[src/logic/rename_cfg_pkg.sv]
`default_nettype none

package rename_cfg_pkg;

  // Register file sizes
  localparam int unsigned num_arch = 32;
  localparam int unsigned num_phys = 64;
  localparam int unsigned num_free = num_phys - num_arch; // Regs not backing the arch state

  localparam int unsigned num_rob = 32;

  // Index widths
  localparam int unsigned arch_w = $clog2(num_arch);
  localparam int unsigned phys_w = $clog2(num_phys);
  localparam int unsigned rob_w  = $clog2(num_rob);

endpackage

`default_nettype wire

[src/logic/rename_types_pkg.sv]
`default_nettype none

package rename_types_pkg;

  typedef logic [rename_cfg_pkg::arch_w-1:0] arch_idx_t;
  typedef logic [rename_cfg_pkg::phys_w-1:0] phys_idx_t;
  typedef logic [rename_cfg_pkg::rob_w-1:0]  rob_idx_t;

  typedef struct packed {
    logic      has_dest;
    arch_idx_t dest_arch;
    arch_idx_t src1_arch;
    arch_idx_t src2_arch;
  } dispatch_req_t;

  typedef struct packed {
    rob_idx_t  rob_idx;
    phys_idx_t dest_phys;
    phys_idx_t src1_phys;
    logic      src1_ready;
    phys_idx_t src2_phys;
    logic      src2_ready;
  } dispatch_rsp_t;

  typedef struct packed {
    logic     valid;
    rob_idx_t rob_idx;
  } complete_t;

  typedef struct packed {
    logic      valid;
    logic      has_dest;
    arch_idx_t dest_arch;
    phys_idx_t dest_phys;
    phys_idx_t stale_phys; // Previous mapping, freed on retire
  } commit_t;

  typedef struct packed {
    logic      done;
    logic      has_dest;
    arch_idx_t dest_arch;
    phys_idx_t dest_phys;
    phys_idx_t stale_phys;
  } rob_entry_t;

endpackage

`default_nettype wire

[src/logic/arch_map.sv]
`timescale 1ns/1ps
`default_nettype none

module arch_map (
  input  logic                                                      clock,
  input  logic                                                      arst_n,
  input  logic                                                      retire_en,
  input  rename_types_pkg::commit_t                                 commit,
  output rename_types_pkg::phys_idx_t [rename_cfg_pkg::num_arch-1:0] arch_state
);

  import rename_cfg_pkg::*;
  import rename_types_pkg::*;

  always_ff @(posedge clock or negedge arst_n) begin
    if (!arst_n) begin
      for (int i = 0; i < num_arch; i++) begin
        arch_state[i] <= phys_idx_t'(i); // Identity map out of reset
      end
    end else if (retire_en && commit.has_dest) begin
      arch_state[commit.dest_arch] <= commit.dest_phys;
    end
  end

endmodule

`default_nettype wire

[src/logic/free_list.sv]
`timescale 1ns/1ps
`default_nettype none

module free_list (
  input  logic                        clock,
  input  logic                        arst_n,
  input  logic                        alloc_en,
  input  logic                        free_en,
  input  rename_types_pkg::phys_idx_t free_phys,
  input  logic                        flush,
  output rename_types_pkg::phys_idx_t alloc_phys,
  output logic                        empty
);

  import rename_cfg_pkg::*;
  import rename_types_pkg::*;

  phys_idx_t                     slots [num_free];
  logic [$clog2(num_free)-1:0]   head_ptr;
  logic [$clog2(num_free)-1:0]   tail_ptr;
  logic [$clog2(num_free):0]     count;

  assign alloc_phys = slots[head_ptr];
  assign empty      = (count == '0);

  always_ff @(posedge clock or negedge arst_n) begin
    if (!arst_n) begin
      for (int i = 0; i < num_free; i++) begin
        slots[i] <= phys_idx_t'(num_arch + i); // Upper half starts free
      end
      head_ptr <= '0;
      tail_ptr <= '0;
      count    <= ($clog2(num_free)+1)'(num_free);
    end else if (flush) begin
      // Slots between tail and head hold the squashed allocations
      head_ptr <= tail_ptr;
      count    <= ($clog2(num_free)+1)'(num_free);
    end else begin
      if (alloc_en) head_ptr <= head_ptr + 1'b1;
      if (free_en) begin
        slots[tail_ptr] <= free_phys;
        tail_ptr        <= tail_ptr + 1'b1;
      end
      unique case ({alloc_en, free_en})
        2'b10:   count <= count - 1'b1;
        2'b01:   count <= count + 1'b1;
        default: ;
      endcase
    end
  end

  a_count_bound: assert property (@(posedge clock) disable iff (!arst_n)
    count <= num_free);

endmodule

`default_nettype wire

[src/logic/map_table.sv]
`timescale 1ns/1ps
`default_nettype none

module map_table (
  input  logic                                                      clock,
  input  logic                                                      arst_n,
  input  rename_types_pkg::dispatch_req_t                           req,
  input  logic                                                      alloc_en,
  input  rename_types_pkg::phys_idx_t                               alloc_phys,
  input  rename_types_pkg::phys_idx_t                               complete_phys,
  input  logic                                                      complete_valid,
  input  logic                                                      flush,
  input  rename_types_pkg::phys_idx_t [rename_cfg_pkg::num_arch-1:0] arch_state,
  output rename_types_pkg::phys_idx_t                               src1_phys,
  output rename_types_pkg::phys_idx_t                               src2_phys,
  output logic                                                      src1_ready,
  output logic                                                      src2_ready,
  output rename_types_pkg::phys_idx_t                               stale_phys
);

  import rename_cfg_pkg::*;
  import rename_types_pkg::*;

  phys_idx_t [num_arch-1:0] map_q;
  logic      [num_phys-1:0] ready_q; // Scoreboard over all physical regs

  // Sources see the mapping before this dispatch's own write
  assign src1_phys  = map_q[req.src1_arch];
  assign src2_phys  = map_q[req.src2_arch];
  assign src1_ready = ready_q[src1_phys];
  assign src2_ready = ready_q[src2_phys];
  assign stale_phys = map_q[req.dest_arch];

  always_ff @(posedge clock or negedge arst_n) begin
    if (!arst_n) begin
      for (int i = 0; i < num_arch; i++) begin
        map_q[i] <= phys_idx_t'(i);
      end
      ready_q <= '1;
    end else if (flush) begin
      map_q   <= arch_state; // Back to the committed view
      ready_q <= '1;
    end else begin
      if (complete_valid) ready_q[complete_phys] <= 1'b1;
      if (alloc_en) begin
        map_q[req.dest_arch] <= alloc_phys;
        ready_q[alloc_phys]  <= 1'b0;
      end
    end
  end

endmodule

`default_nettype wire

[src/logic/rename_core.sv]
`timescale 1ns/1ps
`default_nettype none

module rename_core (
  input  logic                            clock,
  input  logic                            arst_n,
  input  logic                            dispatch_valid,
  input  rename_types_pkg::dispatch_req_t dispatch_req,
  input  rename_types_pkg::complete_t     complete,
  input  logic                            flush,
  output logic                            dispatch_ready,
  output rename_types_pkg::dispatch_rsp_t dispatch_rsp,
  output rename_types_pkg::commit_t       commit
);

  import rename_cfg_pkg::*;
  import rename_types_pkg::*;

  logic                     dispatch_fire;
  logic                     alloc_en;
  logic                     retire_en;
  logic                     free_en;
  logic                     fl_empty;
  logic                     rob_full;
  logic                     src1_ready;
  logic                     src2_ready;
  phys_idx_t                alloc_phys;
  phys_idx_t                src1_phys;
  phys_idx_t                src2_phys;
  phys_idx_t                stale_phys;
  phys_idx_t                complete_phys;
  phys_idx_t [num_arch-1:0] arch_state;
  rob_idx_t                 tail_idx;
  rob_entry_t               rob_head;
  rob_entry_t               new_entry;

  always_comb begin
    new_entry.done       = 1'b0;
    new_entry.has_dest   = dispatch_req.has_dest;
    new_entry.dest_arch  = dispatch_req.dest_arch;
    // Without a destination, point at src1, which is ready by completion time
    new_entry.dest_phys  = dispatch_req.has_dest ? alloc_phys : src1_phys;
    new_entry.stale_phys = stale_phys;
  end

  always_comb begin
    dispatch_rsp.rob_idx    = tail_idx;
    dispatch_rsp.dest_phys  = alloc_phys;
    dispatch_rsp.src1_phys  = src1_phys;
    dispatch_rsp.src1_ready = src1_ready;
    dispatch_rsp.src2_phys  = src2_phys;
    dispatch_rsp.src2_ready = src2_ready;
  end

  always_comb begin
    commit.valid      = retire_en;
    commit.has_dest   = rob_head.has_dest;
    commit.dest_arch  = rob_head.dest_arch;
    commit.dest_phys  = rob_head.dest_phys;
    commit.stale_phys = rob_head.stale_phys;
  end

  rename_ctrl u_rename_ctrl (
    .clock          (clock),
    .arst_n         (arst_n),
    .dispatch_valid (dispatch_valid),
    .has_dest       (dispatch_req.has_dest),
    .flush          (flush),
    .fl_empty       (fl_empty),
    .rob_full       (rob_full),
    .head_done      (rob_head.done),
    .head_has_dest  (rob_head.has_dest),
    .dispatch_ready (dispatch_ready),
    .dispatch_fire  (dispatch_fire),
    .alloc_en       (alloc_en),
    .retire_en      (retire_en),
    .free_en        (free_en)
  );

  free_list u_free_list (
    .clock      (clock),
    .arst_n     (arst_n),
    .alloc_en   (alloc_en),
    .free_en    (free_en),
    .free_phys  (rob_head.stale_phys),
    .flush      (flush),
    .alloc_phys (alloc_phys),
    .empty      (fl_empty)
  );

  map_table u_map_table (
    .clock          (clock),
    .arst_n         (arst_n),
    .req            (dispatch_req),
    .alloc_en       (alloc_en),
    .alloc_phys     (alloc_phys),
    .complete_phys  (complete_phys),
    .complete_valid (complete.valid),
    .flush          (flush),
    .arch_state     (arch_state),
    .src1_phys      (src1_phys),
    .src2_phys      (src2_phys),
    .src1_ready     (src1_ready),
    .src2_ready     (src2_ready),
    .stale_phys     (stale_phys)
  );

  arch_map u_arch_map (
    .clock      (clock),
    .arst_n     (arst_n),
    .retire_en  (retire_en),
    .commit     (commit),
    .arch_state (arch_state)
  );

  reorder_buffer u_reorder_buffer (
    .clock         (clock),
    .arst_n        (arst_n),
    .dispatch_fire (dispatch_fire),
    .new_entry     (new_entry),
    .complete      (complete),
    .retire_en     (retire_en),
    .flush         (flush),
    .tail_idx      (tail_idx),
    .full          (rob_full),
    .head          (rob_head),
    .complete_phys (complete_phys)
  );

endmodule

`default_nettype wire

[src/logic/rename_ctrl.sv]
`timescale 1ns/1ps
`default_nettype none

module rename_ctrl (
  input  logic clock,
  input  logic arst_n,
  input  logic dispatch_valid,
  input  logic has_dest,
  input  logic flush,
  input  logic fl_empty,
  input  logic rob_full,
  input  logic head_done,
  input  logic head_has_dest,
  output logic dispatch_ready,
  output logic dispatch_fire,
  output logic alloc_en,
  output logic retire_en,
  output logic free_en
);

  import rename_cfg_pkg::*;

  logic [phys_w-1:0] dest_cnt; // Destinations renamed and not yet retired

  assign dispatch_ready = !rob_full && !(has_dest && fl_empty) && !flush;
  assign dispatch_fire  = dispatch_valid && dispatch_ready;
  assign alloc_en       = dispatch_fire && has_dest;
  assign retire_en      = head_done && !flush;
  assign free_en        = retire_en && head_has_dest;

  always_ff @(posedge clock or negedge arst_n) begin
    if (!arst_n) begin
      dest_cnt <= '0;
    end else if (flush) begin
      dest_cnt <= '0; // Free list refills on flush
    end else if (alloc_en && !free_en) begin
      dest_cnt <= dest_cnt + 1'b1;
    end else if (free_en && !alloc_en) begin
      dest_cnt <= dest_cnt - 1'b1;
    end
  end

  // Free list occupancy must agree with the in-flight destinations
  a_alloc_nonempty: assert property (@(posedge clock) disable iff (!arst_n)
    alloc_en |-> dest_cnt < num_free);

  // ROB is empty after a flush, so nothing retires in the next cycle
  a_no_retire_flush: assert property (@(posedge clock) disable iff (!arst_n)
    flush |=> !retire_en);

endmodule

`default_nettype wire

[src/logic/reorder_buffer.sv]
`timescale 1ns/1ps
`default_nettype none

module reorder_buffer (
  input  logic                         clock,
  input  logic                         arst_n,
  input  logic                         dispatch_fire,
  input  rename_types_pkg::rob_entry_t new_entry,
  input  rename_types_pkg::complete_t  complete,
  input  logic                         retire_en,
  input  logic                         flush,
  output rename_types_pkg::rob_idx_t   tail_idx,
  output logic                         full,
  output rename_types_pkg::rob_entry_t head,
  output rename_types_pkg::phys_idx_t  complete_phys
);

  import rename_cfg_pkg::*;
  import rename_types_pkg::*;

  rob_entry_t       entries [num_rob];
  rob_idx_t         head_ptr;
  rob_idx_t         tail_ptr;
  logic [rob_w:0]   count_q;
  rob_idx_t         cpl_off;

  assign tail_idx      = tail_ptr;
  assign full          = (count_q == num_rob);
  assign complete_phys = entries[complete.rob_idx].dest_phys;
  assign cpl_off       = complete.rob_idx - head_ptr; // Age of the completing entry

  always_comb begin
    head      = entries[head_ptr];
    head.done = entries[head_ptr].done && (count_q != '0); // Stale slot when empty
  end

  always_ff @(posedge clock) begin
    if (dispatch_fire) entries[tail_ptr] <= new_entry;
    if (complete.valid && !flush) entries[complete.rob_idx].done <= 1'b1;
  end

  always_ff @(posedge clock or negedge arst_n) begin
    if (!arst_n) begin
      head_ptr <= '0;
      tail_ptr <= '0;
      count_q  <= '0;
    end else if (flush) begin
      head_ptr <= tail_ptr;
      count_q  <= '0;
    end else begin
      if (dispatch_fire) tail_ptr <= tail_ptr + 1'b1;
      if (retire_en)     head_ptr <= head_ptr + 1'b1;
      unique case ({dispatch_fire, retire_en})
        2'b10:   count_q <= count_q + 1'b1;
        2'b01:   count_q <= count_q - 1'b1;
        default: ;
      endcase
    end
  end

  // Completion must target a live entry and arrive only once
  a_complete_live: assert property (@(posedge clock) disable iff (!arst_n)
    complete.valid && !flush |-> ({1'b0, cpl_off} < count_q)
                                 && !entries[complete.rob_idx].done);

endmodule

`default_nettype wire

[config.mk]
export PLATFORM = sky130hd
export DESIGN_NAME = rename_core
export DESIGN_NICKNAME = d
export VERILOG_FILES = /design/src/logic/rename_cfg_pkg.sv /design/src/logic/rename_types_pkg.sv /design/src/logic/arch_map.sv /design/src/logic/free_list.sv /design/src/logic/map_table.sv /design/src/logic/rename_core.sv /design/src/logic/rename_ctrl.sv /design/src/logic/reorder_buffer.sv
export SDC_FILE = /design/constraint.sdc
export NUM_CORES = 2
export LEC_CHECK = 0
export ABC_AREA = 1
export BUFFER_PORTS_ARGS = -buffer_cell sky130_fd_sc_hd__buf_2
export CORE_MARGIN = 3
export CORE_UTILIZATION = 43
export CTS_CLUSTER_SIZE = 20
export DETAILED_ROUTE_END_ITERATION = 10
export HOLD_SLACK_MARGIN = 0.02
export SLEW_MARGIN = 0
export SYNTH_ARGS = -nofsm -noshare
export SYNTH_HDL_FRONTEND = slang
export SYNTH_SLANG_ARGS = --single-unit
[constraint.sdc]
create_clock -name clock -period 4.7 [get_ports clock]
set_clock_uncertainty 0.05 [all_clocks]
set_input_delay 0.705 -clock clock [delete_from_list [all_inputs] [get_ports clock]]
set_output_delay 0.705 -clock clock [all_outputs]
set_load 0.03 [all_outputs]
# Word level (Yosys, flattened, before mapping)
# Memory sizes are Yosys's and may differ from the RTL's.
# Index checks and enable logic that the tools add are counted.
# totals
mem_count	1
mem_bits_ro	0
out_inout_bits	45
regBits	672
ramBits	608
latchBits	0
input_bits	26
# classes
div	0
eq_ne	5
shifts	0
n_lt_le_gt_ge	15
n_mul	0
n_bitwise	6
n_reduce_logical	25
add_sub_neg	8
n_mux	45
# mem_list
memory	words	word_bits	rd	rd_clocked_by_memory_dff	wr	line_no	source
u_reorder_buffer.entries	32	19	2	0	2	reorder_buffer.sv:21	rob_entry_t entries [num_rob];
# ops
op	count
bitwise mux 192 bit	3
two-way mux 192 bit	2
two-way mux 64 bit	4
binary-select mux 6 bit (select 5 bit)	4
demux 6 bit (select 5 bit)	3
two-way mux 6 bit	11
bitwise AND 64 bit	1
NOT 64 bit	1
OR 64 bit	1
< comparator 6 x 7 -> 1 bit, second input constant	4
< comparator 5 x 6 -> 1 bit, second input constant	4
one-hot mux 6 bit (2 select lines)	2
adder 5 x 1 -> 5 bit, second input constant	4
two-way mux 5 bit	4
logical AND 1 bit	14
adder 6 x 1 -> 6 bit, second input constant	2
binary-select mux 1 bit (select 6 bit)	2
demux 1 bit (select 6 bit)	2
greater-or-equal comparator 6 x 1 -> 1 bit, second input constant	2
greater-or-equal comparator 6 bit, second input constant	2
NOT 5 -> 6 bit	2
subtractor 6 x 1 -> 6 bit, second input constant	2
greater-or-equal comparator 5 x 1 -> 1 bit, second input constant	2
two-way mux 1 bit	8
other kinds (11)	18

# Depth between registers and ports, before layout
# logic_depth
word_depth	12
mapped_depth	21
ltp_nobuf	20

# Cells and area by module
# From an unflattened synthesis, not the netlist that was laid out.
# unflattened
hier_cells	7357
hier_area_um2	63843.7
# modules_own_cells
module	area_per_inst_um2	cells_per_inst	n_inst
reorder_buffer	27269.9	2556	1
map_table	17928.4	2528	1
free_list	10567.6	1346	1
arch_map	7923.8	893	1
rename_core	97.6	23	1
rename_ctrl	56.3	11	1

# Worst setup path after synthesis
# Ideal clock, no wire load.
# synth_path
path_type	input-to-reg
startpoint	in dispatch_req[5] in the netlist's numbering
endpoint	mem u_reorder_buffer.entries[0][11] in the netlist's numbering (data pin)
slack_ps	671
path_stages	13
required_time_ps	4196
t_arrival_ps	3525
setup_time_ps	454
cell_sequence	buf_2 -> inv_1 -> clkbuf_1 -> buf_2 -> clkbuf_1 -> a21oi_1 -> o21ai_0 -> nand3_1 -> o211ai_1 -> nand2_1 -> nand2_1 -> o21ai_0 -> o21ai_0
# synth_rtl
element	line_no	source
from (decl)	rename_core.sv:8	input rename_types_pkg::dispatch_req_t dispatch_req,
to (decl)	reorder_buffer.sv:21	

==> metrics.cfg <==
[setup_path]
r2r_slack_ps = 340
cp.required_ps = 3940
worstRegToRegCells = 10
criticalPathCategory = flip-flop to output pin
slowest_delay_ps = 530
path_max_fanout = 93
slowest_stage = dfrtp_4
startpoint_type = flip-flop
crit_arrival_ps = 3750
crit_path_cell_trace = inv_8 -> buf_4 -> o21ai_0 -> o221ai_1 -> o211ai_1 -> nand3_1 -> o21ai_4 -> inv_1 -> buf_2
crit_path_end_kind = output pin

[detailed_routing]
remaining_drc_errors = 0
dr_total_vias = 52185
viasPerCell = 6.05
drt_iter0_markers = 7142
drtPass1Iterations = 7
routed_wl_mm = 220
post_drt_wl_per_cell_um = 25.5
ant_nets = 0

[synthesis]
synth_top_area_share_pct = 28.4
synthArstFlopShare_pct = 52.5
syn_avg_cell_area_um2 = 9.17
synth.mux.area_fraction_pct = 0
synth-xor-area-share_pct = 0.273
synth_edf_count = 576
synthSimpleGateAreaFrac_pct = 17.3
ys_seq_area_share_pct = 57.7
postSynthCellCount = 6644
yosysUniqueCellTypes = 49
yosys.area.top_type = edfxtp_1
synth_compound_area_share_pct = 18.3
synthTopCellsByArea = edfxtp_1 28%, dfstp_2 15%, dfrtp_1 14%, nand2_1 8.9%, o21ai_0 7.5%
synth_top_family_by_area = compound AO/OA/AOI/OAI gates
synth_most_common_cell = nand2_1
synthFlopType = edfxtp_1
synth_area_um2 = 60900
yosys.area_share.adder_pct = 0.435
synthTopCellsByCount = 1449 x nand2_1, 912 x o21ai_0, 576 x edfxtp_1, 491 x nor2_1, 464 x nand3_1
syn-num-nets = 6690
synth_seq_cells = 1280
synth.yosys.warnings = 0

[place]
hpwl_mm = 143
port_buffers = 70
dp.cells = 8374
gp_congestion = 0.974

[cells_and_area]
diodes = 0
syn2layout_area_growth_pct = 13.0
drive_gt1_share_pct = 14.7
final_nets = 6688
n_fill_cell = 13048
layout.cells.non_filler = 8632

[global_routing]
grtUsageTotal_pct = 29.7
grt_overflow = 0
antenna_found_initial = 5
grt_max_degree = 197
met1_usage_pct = 41.4
grt.met3_usage_pct = 5.22
grt_pass1_wl_mm = 328
gr-usage-met2_pct = 45.2
grt_busiest_layer = met2
grt_pass1_vias = 49532

[clocking]
clk_pin_slew_ps = 60
cts_buffers = 141
clk_latency_ps = 800
htreeDepth = 4
cts_max_path_buffers = 3
root_buffer = clkbuf_16
clock-sinks = 1280
cts_tree = yes

[hold_path]
hold_path_depth = 3
min_path_type = input pin to flip-flop

[timing]
tightest_slew_ps = 1370
hold_slack_ps = 211
setup_violations = 0
final_hold_viol_count = 0
fin_crit_sh_pct = 95.7
slew_headroom_pct = 8.74
fmax_mhz = 222
slew_viol_final = 0
period_needed_ps = 4500
fin_setup_tns_ps = 0
rsz0062_at_grt = false

[run_status]
status = complete, no violations

[pwr]
power.density_nw_per_um2 = 662
p_leak_nw = 26.3
ir_drop_mv = 0.595

[run]
maxCapViolations = 0

[die]
rows = 137
die_y_um = 382
die-area_um2 = 146000
core_um2 = 140000
die-width_um = 382
start_util_pct = 43.5
top_level_ports = 71

[routing by layer]
| metal | up-vias | part of all wire, % |
|---|---|---|
| met5 | - | 0.014 |
| met4 | 4 | 5.0 |
| met3 | 517 | 8.4 |
| met2 | 2532 | 44 |
| met1 | 25806 | 42 |
| li1 | 23326 | - |
[registers in the layout, indices dropped and copies added (netlist names)]
name,flops
u_reorder_buffer.entries,608
u_arch_map.arch_state,192
u_free_list.slots,192
u_map_table.map_q,192
u_map_table.ready_q,64
u_free_list.count,6
u_reorder_buffer.count_q,6
u_free_list.head_ptr,5
u_free_list.tail_ptr,5
u_reorder_buffer.head_ptr,5
u_reorder_buffer.tail_idx,5
[final timing paths]
path                                         startpoint                         end
min                                               flush       u_map_table.map_q[26]
min reg2reg                  u_arch_map.arch_state[187]  u_arch_map.arch_state[187]
min in group asynchronous                        arst_n      u_free_list.slots[109]
max                        u_reorder_buffer.head_ptr[0]                   commit[8]
max in group asynchronous                        arst_n  u_arch_map.arch_state[165]
max reg2reg                u_reorder_buffer.head_ptr[2]  u_arch_map.arch_state[147]
[worst max-delay path, delay by kind of cell, from the launching register on]
kind / cells / cell delay (ps)
buf+inv: 4 / 1430
compound gates: 4 / 700
flops: 1 / 530
simple gates: 1 / 240
[logic make-up (layout without fill, tap and decap cells)]
family,count (synthesis),after routing
buffers and inverters,887,999
AND/OR/NAND/NOR,2545,2545
flip-flops,1280,1280
AO/OA/AOI/OAI,1893,1893
adder cells (fa/ha/maj),20,20
XOR/XNOR,19,19
[cell type report]
cell class | instances | area, um2 | share of cell area (%)
flip-flops and latches | 1280 | 35200 | 51.1
repair buffers | 322 | 2620 | 3.81
inverters | 420 | 1590 | 2.31
clock inverters | 38 | 592 | 0.860
multi-input cells | 4477 | 22400 | 32.5
clock buffers | 219 | 4120 | 5.99
well taps | 1876 | 2350 | 3.41
[where the power goes]
part	total, mW	internal, mW	switching, mW
Clock	11.3	6.55	4.75
Combinational	18.2	4.39	13.8
Sequential	16.1	14.7	1.39
Total	45.6	25.7	19.9
[per-stage QoR]
step           cell area (um2)  utilization, %  power, mW  setup WS, ps
3_3_place_gp             64100            45.8       33.9           412
5_1_grt                  68800            49.2       47.7          27.1
3_5_place_dp             64100            45.8       34.1           372
4_1_cts                  68800            49.2       45.4           135
6_report                 68800            49.2       45.6           200
2_1_floorplan            60900               -       26.1           671
[cells in the final DEF, fill, tap and decap left out, types with 4 or more instances in the layout]
| cell | instances |
|---|---|
| nand2_1 | 1443 |
| o21ai_0 | 896 |
| edfxtp_1 | 576 |
| nand3_1 | 464 |
| nor2_1 | 457 |
| inv_1 | 395 |
| dfstp_2 | 337 |
| dfrtp_1 | 331 |
| o221ai_1 | 270 |
| buf_4 | 222 |
| a21oi_1 | 196 |
| o22ai_1 | 194 |
| o21ai_1 | 165 |
| clkbuf_16 | 144 |
| a22oi_1 | 98 |
| buf_2 | 68 |
| nand4_1 | 56 |
| clkbuf_1 | 48 |
| o211ai_1 | 40 |
| nor3_1 | 33 |
| dfxtp_1 | 32 |
| nor2_2 | 30 |
| buf_12 | 29 |
| or2_2 | 22 |
| clkbuf_8 | 22 |
| ha_1 | 18 |
| xor2_1 | 16 |
| clkinv_1 | 15 |
| inv_2 | 12 |
| nand2_2 | 12 |
| o21ai_2 | 11 |
| clkinv_2 | 11 |
| o21ai_4 | 10 |
| nor2_4 | 9 |
| nor3_2 | 9 |
| bufinv_16 | 8 |
| clkinv_16 | 5 |
| clkbuf_4 | 5 |
| nor3_4 | 4 |
| inv_16 | 4 |
[what timing repair did]
item	in CTS	in global routing
endpoints found under the hold margin	57	0
buffers inserted	0	0
hold buffers	1	0
resized for setup	0	1
endpoints found under the setup margin	0	1
No activity file was read; power rests on OpenSTA's default activity.
